--- src/design/unpack_pkg.sv ---
package unpack_pkg;

    // bus and field widths
    typedef logic [31:0] word_t;
    typedef logic [63:0] dword_t;
    // bram address, also read counts and packet depths
    typedef logic [10:0] bram_addr_t;
    typedef logic [15:0] basis_count_t;
    typedef logic [8:0]  short_depth_t;

    // packet type codes, other values unknown
    typedef enum logic [3:0] {
        z_basis       = 4'd1,
        x_basis       = 4'd2,
        ask_parity    = 4'd3,
        verif_hashtag = 4'd4
    } pkt_type_e;

    // length codes, anything above len_1028 treated as len_1028
    typedef enum logic [3:0] {
        len_257  = 4'd0,
        len_514  = 4'd1,
        len_771  = 4'd2,
        len_1028 = 4'd3
    } len_code_e;

    // header word layout
    // body holds short depth (23:15) and basis count (15:0), bit 15 shared
    typedef struct packed {
        pkt_type_e  pkt_type;
        len_code_e  len_code;
        logic [23:0] body;
    } rx_header_t;

    // reader to router word stream
    typedef struct packed {
        logic  valid;
        logic  is_header;
        word_t data;
    } word_stream_t;

    // fifo write ports, no back-pressure
    typedef struct packed {
        logic  en;
        word_t din;
    } fifo_wr32_t;

    typedef struct packed {
        logic   en;
        dword_t din;
    } fifo_wr64_t;

    typedef enum logic [3:0] {
        idle         = 4'd0,
        read_header  = 4'd1,
        set_up       = 4'd2,
        stream       = 4'd3,
        done         = 4'd4,
        wait_release = 4'd5
    } unpack_state_e;

    // overlapping header fields
    function automatic short_depth_t hdr_short_depth(rx_header_t h);
        return h.body[23:15];
    endfunction

    function automatic basis_count_t hdr_basis_count(rx_header_t h);
        return h.body[15:0];
    endfunction

endpackage

--- src/design/unpack_fsm.sv ---
`timescale 1ns/100ps

module unpack_fsm (
    input  logic                      clk,
    input  logic                      rst_n,
    input  logic                      busy_net,
    input  logic                      msg_accessed,
    input  logic                      stream_done,
    output logic                      busy,
    output logic                      read_header_en,
    output logic                      stream_en,
    output logic                      clear_packet,
    output unpack_pkg::unpack_state_e state
);
    import unpack_pkg::*;

    unpack_state_e next_state;

    // state register
    always_ff @(posedge clk) begin
        if (!rst_n) begin
            state <= idle;
        end else begin
            state <= next_state;
        end
    end

    // next state and phase strobes
    always_comb begin
        next_state     = state;
        read_header_en = 1'b0;
        stream_en      = 1'b0;
        clear_packet   = 1'b0;
        case (state)
            idle: begin
                // packet waiting and network side free
                if (msg_accessed && !busy_net) begin
                    next_state = read_header;
                end
            end
            read_header: begin
                // header word sits in the reader's data register
                read_header_en = 1'b1;
                next_state     = set_up;
            end
            set_up: begin
                // one cycle for the depth decode to settle
                next_state = stream;
            end
            stream: begin
                // counter keeps running in the done cycle too
                stream_en = 1'b1;
                if (stream_done) begin
                    next_state = done;
                end
            end
            done: begin
                clear_packet = 1'b1;
                next_state   = wait_release;
            end
            wait_release: begin
                // hold until the network side drops the packet
                if (!msg_accessed) begin
                    next_state = idle;
                end
            end
            default: begin
                next_state = idle;
            end
        endcase
    end

    // low only while idle
    assign busy = (state != idle);

endmodule

--- src/design/bram_reader.sv ---
`timescale 1ns/100ps

module bram_reader (
    input  logic                     clk,
    input  logic                     rst_n,
    input  logic                     read_header_en,
    input  logic                     stream_en,
    input  logic                     clear_packet,
    input  unpack_pkg::word_t        bram_dout,
    output unpack_pkg::bram_addr_t   bram_addr,
    output unpack_pkg::rx_header_t   header,
    output unpack_pkg::word_stream_t words,
    output logic                     stream_done
);
    import unpack_pkg::*;

    word_t      bram_q;
    bram_addr_t depth;
    bram_addr_t read_cnt;
    logic       addr_win;
    logic       word_win;

    // one stage after the ram's own output
    always_ff @(posedge clk) begin
        bram_q <= bram_dout;
    end

    // header capture, address is 0 while idle
    always_ff @(posedge clk) begin
        if (!rst_n) begin
            header <= '0;
        end else if (read_header_en) begin
            header <= rx_header_t'(bram_q);
        end else if (clear_packet) begin
            header <= '0;
        end
    end

    // depth from the length code
    always_comb begin
        case (header.len_code)
            len_257: depth = bram_addr_t'(hdr_short_depth(header));
            len_514: depth = 11'd512;
            len_771: depth = 11'd768;
            default: depth = 11'd1024;
        endcase
    end

    // read counter, runs through the stream phase
    always_ff @(posedge clk) begin
        if (!rst_n) begin
            read_cnt <= '0;
        end else if (clear_packet) begin
            read_cnt <= '0;
        end else if (stream_en) begin
            read_cnt <= read_cnt + 11'd1;
        end
    end

    // address k loaded at count k+3
    assign addr_win = (read_cnt >= 11'd3) && (read_cnt <= depth + 11'd3);

    always_ff @(posedge clk) begin
        if (!rst_n) begin
            bram_addr <= '0;
        end else if (addr_win) begin
            bram_addr <= read_cnt - 11'd3;
        end else begin
            bram_addr <= '0;
        end
    end

    // address k returns in bram_q at count k+6
    // registered here so word k shows at count k+7
    assign word_win = (read_cnt >= 11'd6) && (read_cnt < depth + 11'd7);

    always_ff @(posedge clk) begin
        words.data <= bram_q;
        if (!rst_n) begin
            words.valid     <= 1'b0;
            words.is_header <= 1'b0;
        end else begin
            words.valid     <= word_win;
            words.is_header <= (read_cnt == 11'd6);
        end
    end

    // two spare cycles after the last word
    assign stream_done = (read_cnt == depth + 11'd9);

endmodule

--- src/design/fifo_router.sv ---
`timescale 1ns/100ps

module fifo_router #(
    parameter unpack_pkg::basis_count_t x_full_count = 16'd63,
    parameter unpack_pkg::basis_count_t z_full_count = 16'd31
) (
    input  logic                     clk,
    input  logic                     rst_n,
    input  unpack_pkg::rx_header_t   header,
    input  unpack_pkg::word_stream_t words,
    input  logic                     clear_packet,
    input  logic                     reset_sift,
    output unpack_pkg::fifo_wr32_t   z_wr,
    output unpack_pkg::fifo_wr32_t   er_wr,
    output unpack_pkg::fifo_wr64_t   x_wr,
    output logic                     sift_full
);
    import unpack_pkg::*;

    logic         is_er;
    logic         is_z;
    logic         is_x;
    logic         payload;
    logic         pair_sel;
    word_t        prev_word;
    basis_count_t x_count;
    basis_count_t z_count;

    // packet type decode
    assign is_er = (header.pkt_type == ask_parity) || (header.pkt_type == verif_hashtag);
    assign is_z  = (header.pkt_type == z_basis);
    assign is_x  = (header.pkt_type == x_basis);

    // stream word past the header
    assign payload = words.valid && !words.is_header;

    // er stream keeps the header word
    assign er_wr.en  = is_er && words.valid;
    assign er_wr.din = er_wr.en ? words.data : '0;

    // z fifo, one payload word per write
    assign z_wr.en  = is_z && payload;
    assign z_wr.din = z_wr.en ? words.data : '0;

    // pair toggle, high on the second word of a pair
    always_ff @(posedge clk) begin
        if (!rst_n) begin
            pair_sel <= 1'b0;
        end else if (clear_packet) begin
            pair_sel <= 1'b0;
        end else if (payload) begin
            pair_sel <= !pair_sel;
        end
    end

    // earlier word of the pair
    always_ff @(posedge clk) begin
        if (payload) begin
            prev_word <= words.data;
        end
    end

    // earlier word in the upper half
    assign x_wr.en  = is_x && payload && pair_sel;
    assign x_wr.din = x_wr.en ? {prev_word, words.data} : '0;

    // basis counts follow the latest x and z headers
    always_ff @(posedge clk) begin
        if (!rst_n) begin
            x_count <= '0;
            z_count <= '0;
        end else if (reset_sift) begin
            x_count <= '0;
            z_count <= '0;
        end else begin
            if (is_x) begin
                x_count <= hdr_basis_count(header);
            end
            if (is_z) begin
                z_count <= hdr_basis_count(header);
            end
        end
    end

    // both thresholds reached
    assign sift_full = (x_count == x_full_count) && (z_count == z_full_count);

endmodule

--- src/design/unpacket_top.sv ---
`timescale 1ns/100ps

module unpacket_top #(
    parameter unpack_pkg::basis_count_t x_full_count = 16'd63,
    parameter unpack_pkg::basis_count_t z_full_count = 16'd31
) (
    input  logic                      clk,
    input  logic                      rst_n,
    input  logic                      busy_net,
    input  logic                      msg_accessed,
    input  logic                      reset_sift,
    input  unpack_pkg::word_t         bram_dout,
    output logic                      busy,
    output unpack_pkg::bram_addr_t    bram_addr,
    output unpack_pkg::fifo_wr32_t    z_wr,
    output unpack_pkg::fifo_wr32_t    er_wr,
    output unpack_pkg::fifo_wr64_t    x_wr,
    output logic                      sift_full,
    output unpack_pkg::unpack_state_e unpack_state
);
    import unpack_pkg::*;

    // fsm phase strobes
    logic read_header_en;
    logic stream_en;
    logic clear_packet;
    logic stream_done;

    // reader to router
    rx_header_t   header;
    word_stream_t words;

    unpack_fsm u_fsm (
        .clk            (clk),
        .rst_n          (rst_n),
        .busy_net       (busy_net),
        .msg_accessed   (msg_accessed),
        .stream_done    (stream_done),
        .busy           (busy),
        .read_header_en (read_header_en),
        .stream_en      (stream_en),
        .clear_packet   (clear_packet),
        .state          (unpack_state)
    );

    bram_reader u_reader (
        .clk            (clk),
        .rst_n          (rst_n),
        .read_header_en (read_header_en),
        .stream_en      (stream_en),
        .clear_packet   (clear_packet),
        .bram_dout      (bram_dout),
        .bram_addr      (bram_addr),
        .header         (header),
        .words          (words),
        .stream_done    (stream_done)
    );

    fifo_router #(
        .x_full_count (x_full_count),
        .z_full_count (z_full_count)
    ) u_router (
        .clk          (clk),
        .rst_n        (rst_n),
        .header       (header),
        .words        (words),
        .clear_packet (clear_packet),
        .reset_sift   (reset_sift),
        .z_wr         (z_wr),
        .er_wr        (er_wr),
        .x_wr         (x_wr),
        .sift_full    (sift_full)
    );

endmodule

--- config.mk ---
export PLATFORM = sky130hd
export DESIGN_NAME = unpacket_top
export DESIGN_NICKNAME = d
export VERILOG_FILES = /design/src/design/unpack_pkg.sv /design/src/design/unpack_fsm.sv /design/src/design/bram_reader.sv /design/src/design/fifo_router.sv /design/src/design/unpacket_top.sv
export SDC_FILE = /design/constraint.sdc
export NUM_CORES = 1
export LEC_CHECK = 0
export BUFFER_PORTS_ARGS = -buffer_cell sky130_fd_sc_hd__buf_2
export CAP_MARGIN = 20
export CORE_UTILIZATION = 45
export DETAILED_ROUTE_END_ITERATION = 7
export PLACE_DENSITY = 0.68
export SYNTH_ARGS = -nofsm -noshare
export SYNTH_HDL_FRONTEND = slang
export SYNTH_HIERARCHICAL = 1
export SYNTH_SLANG_ARGS = --single-unit
--- constraint.sdc ---
create_clock -name clk -period 3.6 [get_ports clk]
set_clock_uncertainty 0.15 [all_clocks]
set_input_delay 0.9 -clock clk [delete_from_list [all_inputs] [get_ports clk]]
set_output_delay 0.9 -clock clk [all_outputs]
set_load 0.02 [all_outputs]
== After elaboration in Yosys (flattened, before gate mapping) ==
Cells that the tools add are included.

* Word-level logic and storage cells: 76
* Bits of input ports: 37
* Flip-flop bits (word level): 189

* Bitwise operators: 1
* $add $sub $neg: 5
* Mux-type cells: 13
* Order comparisons: 4
* Reductions and logical operators: 21
* Equality and inequality tests: 18

{| class="wikitable"
|+ Operators with widths
! kind !! count
|-
| $mux W32 || 4
|-
| $mux W64 || 1
|-
| $pmux W11 S3 || 1
|-
| $pmux W4 S6 || 1
|-
| $eq A4 B2 Y1 const B || 5
|-
| $eq A16 B5 Y1 const B || 1
|-
| $eq A16 B6 Y1 const B || 1
|-
| $eq A4 B1 Y1 const B || 3
|-
| $eq A4 B3 Y1 const B || 3
|-
| $mux W4 || 3
|-
| $add A11 B1 Y11 const B || 1
|-
| $add A11 B2 Y11 const B || 1
|-
| $add A11 B3 Y11 const B || 1
|-
| $add A11 B4 Y11 const B || 1
|-
| $eq A11 B11 Y1 || 1
|-
| $eq A11 B3 Y1 const B || 1
|-
| $ge A11 B2 Y1 const B || 1
|-
| $ge A11 B3 Y1 const B || 1
|-
| $le A11 B11 Y1 || 1
|-
| $lt A11 B11 Y1 || 1
|-
| $sub A11 B2 Y11 const B || 1
|-
| $logic_and A1 B1 Y1 || 9
|-
| $logic_not A4 Y1 || 2
|-
| $ne A2 B2 Y1 const B || 2
|-
| other kinds (10) || 15
|}

== Longest topological paths before layout ==
Gate-level depths: netlist (run 1).

* Depth after elaboration: 6
* Depth in mapped cells: 16
* Depth with buffers taken out: 14

== Modules after synthesis ==
Netlist (run 1), hierarchy kept.

{| class="wikitable"
|+ By module, submodules not included
! module !! area an instance (um2) !! times used !! cells an instance
|-
| bram_reader || 4749.6 || 1 || 494
|-
| fifo_router || 3165.5 || 1 || 341
|-
| unpack_fsm || 171.4 || 1 || 23
|}

== Least setup slack after synthesis (run 1) ==
Ideal clock, no wire load.

* Path type: register to register
* Start point: reg u_reader/header[24] (netlist name)
* End point: reg u_reader.bram_addr[10]
* Path slack: 0.322 ns
* Cell stages (with the launch flop): 17
* Library setup time: 0.128 ns
* Period minus slack after synthesis: 3.278 ns
* Arrival: 3.001 ns
* Cell sequence: dfxtp_1 > buf_6 > nor4_2 > nand2_1 > ha_1 > inv_1 > nand3_1 > xnor2_1 > nand2_1 > ha_1 > a21o_1 > a21o_1 > a21oi_1 > o2111a_1 > o211ai_1 > clkbuf_1 > nor2_1

* Word-level cells in the longest chain between the ends: 6
* Elaborated cells between the ends (all ways): 8
* Those cells by class: add/sub: 1; order compare: 1; eq/ne: 2; mux: 1; reduce/logical: 3

{| class="wikitable"
|+ Ends and longest elaborated chain
! element !! line !! source
|-
| $eq A4 B2 Y1 (tied with other cells) || bram_reader.sv:41 || <nowiki>case (header.len_code)</nowiki>
|-
| $pmux W11 S3 (*) || bram_reader.sv:41 ||
|-
| $add A11 B2 Y11 (*) || bram_reader.sv:61 || <nowiki>assign addr_win = (read_cnt >= 11'd3) && (read_cnt <= depth + 11'd3);</nowiki>
|-
| $le A11 B11 Y1 (*) || bram_reader.sv:61 ||
|-
| $logic_and A1 B1 Y1 (*) || bram_reader.sv:61 ||
|-
| $reduce_and A2 Y1 (no source line) (*) || -- ||
|-
| end signal: assignment || bram_reader.sv:67 || <nowiki>bram_addr <= read_cnt - 11'd3;</nowiki>
|-
| end: declaration || bram_reader.sv:10 || <nowiki>output unpack_pkg::bram_addr_t bram_addr,</nowiki>
|}

Every way passes the cells marked *; elsewhere a longest branch is shown, timed or not.
A chain may end at the register's enable or synchronous reset.

== Final worst setup path (run 1) ==
* Start point: reg u_reader/header[24] (netlist name)
* End point: reg u_fsm.state[0]

* Word-level cells in the longest chain between the ends: 6
* Elaborated cells between the ends (all ways): 8
* Those cells by class: add/sub: 1; eq/ne: 4; mux: 1; reduce/logical: 2

{| class="wikitable"
|+ Ends and longest elaborated chain
! element !! line !! source
|-
| $eq A4 B2 Y1 (tied with other cells) || bram_reader.sv:41 ||
|-
| $pmux W11 S3 (*) || bram_reader.sv:41 ||
|-
| $add A11 B4 Y11 (*) || bram_reader.sv:89 || <nowiki>assign stream_done = (read_cnt == depth + 11'd9);</nowiki>
|-
| $eq A11 B11 Y1 (*) || bram_reader.sv:89 ||
|-
| net stream_done || unpacket_top.sv:27 || <nowiki>logic stream_done;</nowiki>
|-
| $ne A2 B2 Y1 (no source line) (*) || -- ||
|-
| $reduce_and A3 Y1 (no source line) (*) || -- ||
|-
| end signal: assignment || unpack_fsm.sv:22 || <nowiki>state <= idle;</nowiki>
|-
| end signal: assignment || unpack_fsm.sv:24 || <nowiki>state <= next_state;</nowiki>
|-
| end: declaration || unpack_fsm.sv:13 || <nowiki>output unpack_pkg::unpack_state_e state</nowiki>
|}

The timed path passes the listed nets; every way through them passes the cells marked *.

==> key figures, run 1 <==
CTS
  • Clock slew seen by the registers of the worst setup and hold paths: ~0.07 ns
  • H-tree levels: 4
  • CTS Buf Count: 17
  • Root Driver: clkbuf_16
  • Sink Count: 188
  • Longest Clk Path Bufs: 2
  • Post-CTS Hold Fix Bufs: 0
  • Worst skew pair latency: 0.43 ns
  • CTS tree: yes

Final layout
  • Most common cell after layout, fill and taps aside: buf_2
  • Nets: 1,075
  • Most frequent cells in the layout: 183 x buf_2, 156 x dfxtp_1, 98 x and2_1
  • Area Overhead vs Synth: 20.8%
  • Fin util: 56.1%
  • ANT cells: 0
  • Layout cells sized above 1: 23.9%
  • Final instance area: about 0.0098 mm²

Global route
  • Met3 Use GR: 4.33%
  • Largest net degree at the start of global routing: 67
  • M2 GR Usage: 32.7%
  • Initial antenna violation count: 0
  • Global routing's busiest layer: met2
  • M1 GR Usage: 28.6%
  • Vias in the first global route: 5,695
  • GRT Total Usage: 21.0%
  • First-pass GRT wire length: 29,800 µm
  • Total gr overflow: 0

STA
  • RSZ-0062 raised after global routing: no
  • Worst slew margin: about two fifths
  • FMAX: between 0.3 and 0.4 GHz
  • Worst slew pin tran: 0.917 ns
  • Final min period: 3.29 ns
  • Setup violators final: 0
  • Fin. max-slew vios: 0
  • Final hold violations: 0
  • Setup TNS: 0 ns
  • Final hold slack: 0.206 ns
  • Post-route clock period utilization: 91.5%

Min path
  • Hold depth: 0
  • Worst Min Path Start: u_reader/bram_q[10]$_DFF_P_
  • Hold Path Class: flop to flop
  • Hold path endpoint: u_reader/words[10]$_DFF_P_

Setup path
  • Reg2reg start: u_reader/header[24]$_SDFFE_PN0P_
  • CP max-delay cell: or4_1
  • CP Max Fanout: 7
  • Worst Setup Start Kind: flop
  • CP arrival: 3.46 ns
  • R2R depth: 12
  • FF-to-FF End: u_fsm/state[0]$_SDFFE_PN0P_
  • Worst stage delay on the critical path: 0.59 ns
  • Critical path required time: 3.77 ns
  • Cells along the critical path: nor4_4, nand2_1, ha_1, xnor2_1, o2111ai_1, a221oi_2, o2111ai_1, or4_1, a211oi_2, a21oi_1, o21ai_0, a21oi_1
  • Nature of the critical path endpoint: flop
  • Worst Setup Path Type: flop to flop
  • Reg-to-reg slack, setup: 0.31 ns

Placement
  • Final Wtd Congestion: 0.833
  • DP HPWL: roughly 13,000 µm
  • Port bufs: 183
  • Placed inst area: between 0.009 and 0.01 mm²

Synth
  • Post-synth net total: 919
  • EDFF count, synth: 32
  • Synth async-reset ratio: 0%
  • Post-Syn Area: 0.00809 mm²
  • FF+latch count, synth: 188
  • Ys flop type: dfxtp_1
  • Syn Inst Count: 858
  • Synthesis warning total: 6
  • Synth unique cells: 58
  • Sequential area share after synthesis: approximately half
  • Syn avg cell area: 9.42 µm²

Drt
  • DRC Markers: 0
  • Avg WL per Cell: 15.4 µm
  • Drt total wl: 19,300 µm
  • Routed vias/inst: 5.07
  • DRT iter0 DRCs: between 300 and 400
  • Vias after detailed routing: 6,344
  • DRT antenna net count: 0
  • TritonRoute pass-1 iters: 5

Power
  • Power Dens Cells: 454 mW/mm²
  • Switch Pwr: about 1000 µW
  • Leak: 0.00440 µW
  • Reg power frac: around half
  • Pint: 3400 µW
  • Peak supply drop: 331 µV
  • Comb pwr share: 6.0%
  • Switching share of power: a little under a quarter
  • Clk network pwr share: 42.9%

Die
  • Die ar.: 0.0185 mm²
  • Initial core utilization: a little under half
  • Chip Height: ~140 µm
  • Die W: 136 µm
  • Core area: between 0.015 and 0.02 mm²
  • I/O pins: 185
  • # rows: 48

Flow run
  • Max Cap Violations: 0

Status
  • Outcome: completed
cells in the mapped netlist, types with 4 or more instances:
cell	count	area, µm²
nor3_1	13	65.1
a21oi_1	81	405
nor3b_1	30	225
nor2b_1	35	219
xnor2_1	23	201
a21o_1	6	45.0
nor2_1	34	128
nand3_1	12	60.1
ha_1	24	300
inv_1	13	48.8
and2_1	98	613
dfxtp_1	156	3120
edfxtp_1	32	961
o21a_1	5	37.5
nor4_1	6	37.5
nand2b_1	6	37.5
nand4_1	10	62.6
buf_2	14	70.1
o21ai_0	14	70.1
nand2_1	94	353
o211ai_1	4	30.0
clkbuf_1	41	154
or3_1	6	37.5
xor2_1	15	131
and3_1	37	231
how the worst max path moves through the flow:
stage                                                start  slack [ns]                           endpoint  cells after the start
after floorplan           u_reader/header[24]$_SDFFE_PN0P_        0.32  u_reader/bram_addr[10]$_SDFF_PN0_                     16
after global placement    u_reader/header[24]$_SDFFE_PN0P_        0.32        u_fsm/state[0]$_SDFFE_PN0P_                     12
after detailed placement  u_reader/header[24]$_SDFFE_PN0P_        0.28        u_fsm/state[0]$_SDFFE_PN0P_                     12
after CTS                 u_reader/header[24]$_SDFFE_PN0P_        0.23        u_fsm/state[0]$_SDFFE_PN0P_                     12
after global routing      u_reader/header[24]$_SDFFE_PN0P_        0.06   u_reader/bram_addr[8]$_SDFF_PN0_                     15
final                     u_reader/header[24]$_SDFFE_PN0P_        0.31        u_fsm/state[0]$_SDFFE_PN0P_                     12
layout make-up:
| class | instances | area, µm² |
|---|---|---|
| Multi-Input combinational cell | 593 | 3700 |
| Inverter | 15 | 56.3 |
| Timing Repair Buffer | 199 | 1040 |
| Tap cell | 225 | 282 |
| Sequential cell | 188 | 4080 |
| Clock buffer | 22 | 475 |
| Clock inverter | 10 | 130 |
| Fill cell | 1586 | 7650 |
power groups by stage:
stage	clock, µW	sequential (µW)	combinational (µW)
after floorplan	0	2280	198
after global placement	0	2310	263
after detailed placement	0	2310	262
after CTS	1940	2270	265
after global routing	2010	2280	298
final	1900	2270	266
per-stage QoR:
step | worst slack [ns] | cells | total power, µW
after floorplan | 0.322 | 858 | 2480
after global placement | 0.322 | 1220 | 2570
after detailed placement | 0.278 | 1220 | 2580
after CTS | 0.235 | 1252 | 4470
after global routing | 0.0636 | 1252 | 4580
final | 0.305 | 1252 | 4430
per-layer routing:
metal	wire length, µm	part of all wire, %
met3	1010	5.2
met1	9520	49
met4	261	1.4
met2	8540	44
met5	0	0
sequential cells by signal, summed over array words and instances, names as in the netlist:
register            count
u_reader/header        32
u_router/z_count       16
u_reader/words         34
u_router/prev_word     32
u_router/x_count       16
u_reader/bram_addr     11
u_router/pair_sel       1
u_reader/read_cnt      11
u_reader/bram_q        32
u_fsm/state             3
worst max-delay path: cells and delay by family (launching register included):
kind | cells | cell delay, ns
xor gates and xnor gates | 1 | 0.14
AOI/OAI and AO/OA | 7 | 1.07
and+or+nand+nor | 3 | 1.11
DFF | 1 | 0.39
adders and majority gates | 1 | 0.33
repair_timing:
action | in CTS | in global routing
resized for setup | 0 | 1
setup buffers | 0 | 0
endpoints found under the setup margin | 0 | 12
cell families (layout without fill, tap and decap cells):
kind of cell,after synthesis,after routing,synth area share (%)
DFF,188,188,50.5
buffers and inverters,77,246,4.12
adders and majority gates,24,24,3.71
xor gates and xnor gates,38,38,4.12
other,1,1,0.0464
AOI/OAI and AO/OA,130,130,9.52
muxes,1,1,0.139
and+or+nand+nor,399,399,27.9
No activity file was read; power rests on OpenSTA's default activity.
==> inputs of run 2 (changes only) <==
--- a/config.mk
+++ b/config.mk
@@ -8,6 +8,7 @@
 export BUFFER_PORTS_ARGS = -buffer_cell sky130_fd_sc_hd__buf_2
 export CAP_MARGIN = 20
 export CORE_UTILIZATION = 45
+export CTS_BUF_LIST = sky130_fd_sc_hd__clkbuf_16
 export DETAILED_ROUTE_END_ITERATION = 7
 export PLACE_DENSITY = 0.68
 export SYNTH_ARGS = -nofsm -noshare
==> key figures, run 2 (synthesized netlist as in run 1, its figures left out) <==
STA
  • FMAX: 0.304 GHz
  • Setup violators final: 0
  • Setup TNS: 0 ns
  • RSZ-0062 raised after global routing: no
  • Fin. max-slew vios: 0
  • Final hold slack: 0.206 ns
  • Worst slew margin: 38.7%
  • Final min period: 3.28 ns
  • Worst slew pin tran: 0.914 ns
  • Final hold violations: 0
  • Post-route clock period utilization: 91.2%

Final layout
  • Top reg by flops: u_reader/words
  • Fillcell total: ~1,600
  • Fin util: 56.0%
  • ANT cells: 0
  • Nets: 1,075
  • Largest register FFs: 34
  • Layout cells sized above 1: 23.9%
  • Most common cell after layout, fill and taps aside: buf_2
  • Non-Filler Instances: 1,252
  • Final instance area: ~0.01 mm²
  • Most frequent cells in the layout: 183 x buf_2, 156 x dfxtp_1, 98 x and2_1
  • Area Overhead vs Synth: 20.7%

CTS
  • Worst skew pair latency: 0.43 ns
  • Clock slew seen by the registers of the worst setup and hold paths: 0.07 ns
  • CTS Buf Count: 17
  • Root Driver: clkbuf_16
  • Sink Count: 188
  • H-tree levels: 4
  • Longest Clk Path Bufs: 2
  • CTS tree: yes

Power
  • Peak supply drop: 331 µV
  • Leak: 0.00441 µW
  • Power Dens Cells: approximately 450 mW/mm²

Drt
  • Drt total wl: 19,300 µm
  • Vias after detailed routing: 6,352
  • Avg WL per Cell: 15.4 µm
  • DRT iter0 DRCs: 392
  • TritonRoute pass-1 iters: 5
  • DRT antenna net count: 0
  • DRC Markers: 0
  • Routed vias/inst: 5.07

Setup path
  • Worst setup path startpoint: u_reader/header[24]$_SDFFE_PN0P_
  • Nature of the critical path endpoint: flop
  • CP arrival: 3.45 ns
  • Worst Setup Start Kind: flop
  • Reg2reg start: u_reader/header[24]$_SDFFE_PN0P_
  • Worst Setup Path Type: flop to flop
  • CP Max Fanout: 7
  • Critical path required time: ~3.8 ns

Global route
  • GRT Total Usage: a little over a fifth
  • Largest net degree at the start of global routing: 67
  • First-pass GRT wire length: 29,800 µm
  • Initial antenna violation count: 0
  • Total gr overflow: 0
  • Vias in the first global route: 5,692

Status
  • Outcome: completed

Die
  • I/O pins: 185
  • # rows: 48
  • Die ar.: between 0.015 and 0.02 mm²
  • Core area: approximately 0.017 mm²
  • Chip Height: 136 µm
  • Initial core utilization: between 40% and 50%
  • Die W: 136 µm

Placement
  • Final Wtd Congestion: 0.833
  • Port bufs: 183
  • Dpl cells: 1,220
  • Placed inst area: 0.00915 mm²
  • DP HPWL: 13,300 µm

Min path
  • Worst Min Path Start: u_reader/bram_q[10]$_DFF_P_
  • Hold Path Class: flop to flop

Flow run
  • Max Cap Violations: 0
## run 2: cell count changes in the layout (fill, tap and decap cells not counted), sizes merged
cell    delta
clkbuf     -4
inv        +4
## run 2: where the power goes
part,internal (µW),switching [µW]
sequential,2200,70.3
clock,1070,804
combinational,110,155
total,3370,1030
## run 2: worst paths after layout
path,to,cells after the start,slack [ns]
worst max-delay path,u_fsm/state[0]$_SDFFE_PN0P_,12,0.32
worst max register to register,u_fsm/state[0]$_SDFFE_PN0P_,12,0.32
worst min-delay path,u_reader/words[10]$_DFF_P_,0,0.21
worst min register to register,u_reader/words[10]$_DFF_P_,0,0.21
## run 2: metrics by stage
stage	power, µW	setup WS, ns
final	4410	0.315
after global routing	4550	0.0636
after CTS	4440	0.235
after detailed placement	2580	0.278
after global placement	2570	0.322
after floorplan	2480	0.322
## run 2: worst max-delay path, cell delays in order (launching register included)
cell,delay [ns]
dfxtp_1,0.39
nor4_4,0.36
nand2_1,0.16
ha_1,0.33
xnor2_1,0.14
o2111ai_1,0.16
a221oi_2,0.21
o2111ai_1,0.14
or4_1,0.59
a211oi_2,0.24
a21oi_1,0.10
o21ai_0,0.16
a21oi_1,0.06
## run 2: routing by layer
metal | wire (µm) | GRT usage, %
met1 | 9520 | 28.7
met2 | 8520 | 32.7
met3 | 1010 | 4.33
met4 | 278 | 7.78
met5 | 0 | 0
## run 2: layout make-up
type,instances,area (µm²),share of cell area [%]
Sequential cell,188,4080,41.9
Multi-Input combinational cell,593,3700,38.0
Timing Repair Buffer,199,1040,10.6
Clock buffer,18,450,4.62
Tap cell,225,282,2.88
Clock inverter,14,145,1.49
Inverter,15,56.3,0.577
## run 2: what timing repair did
| action | 4_1_cts | 5_1_grt |
|---|---|---|
| gates resized for setup | 0 | 1 |
| buffers inserted | 0 | 0 |
| setup endpoints to repair | 0 | 12 |
| hold buffers | 0 | 0 |
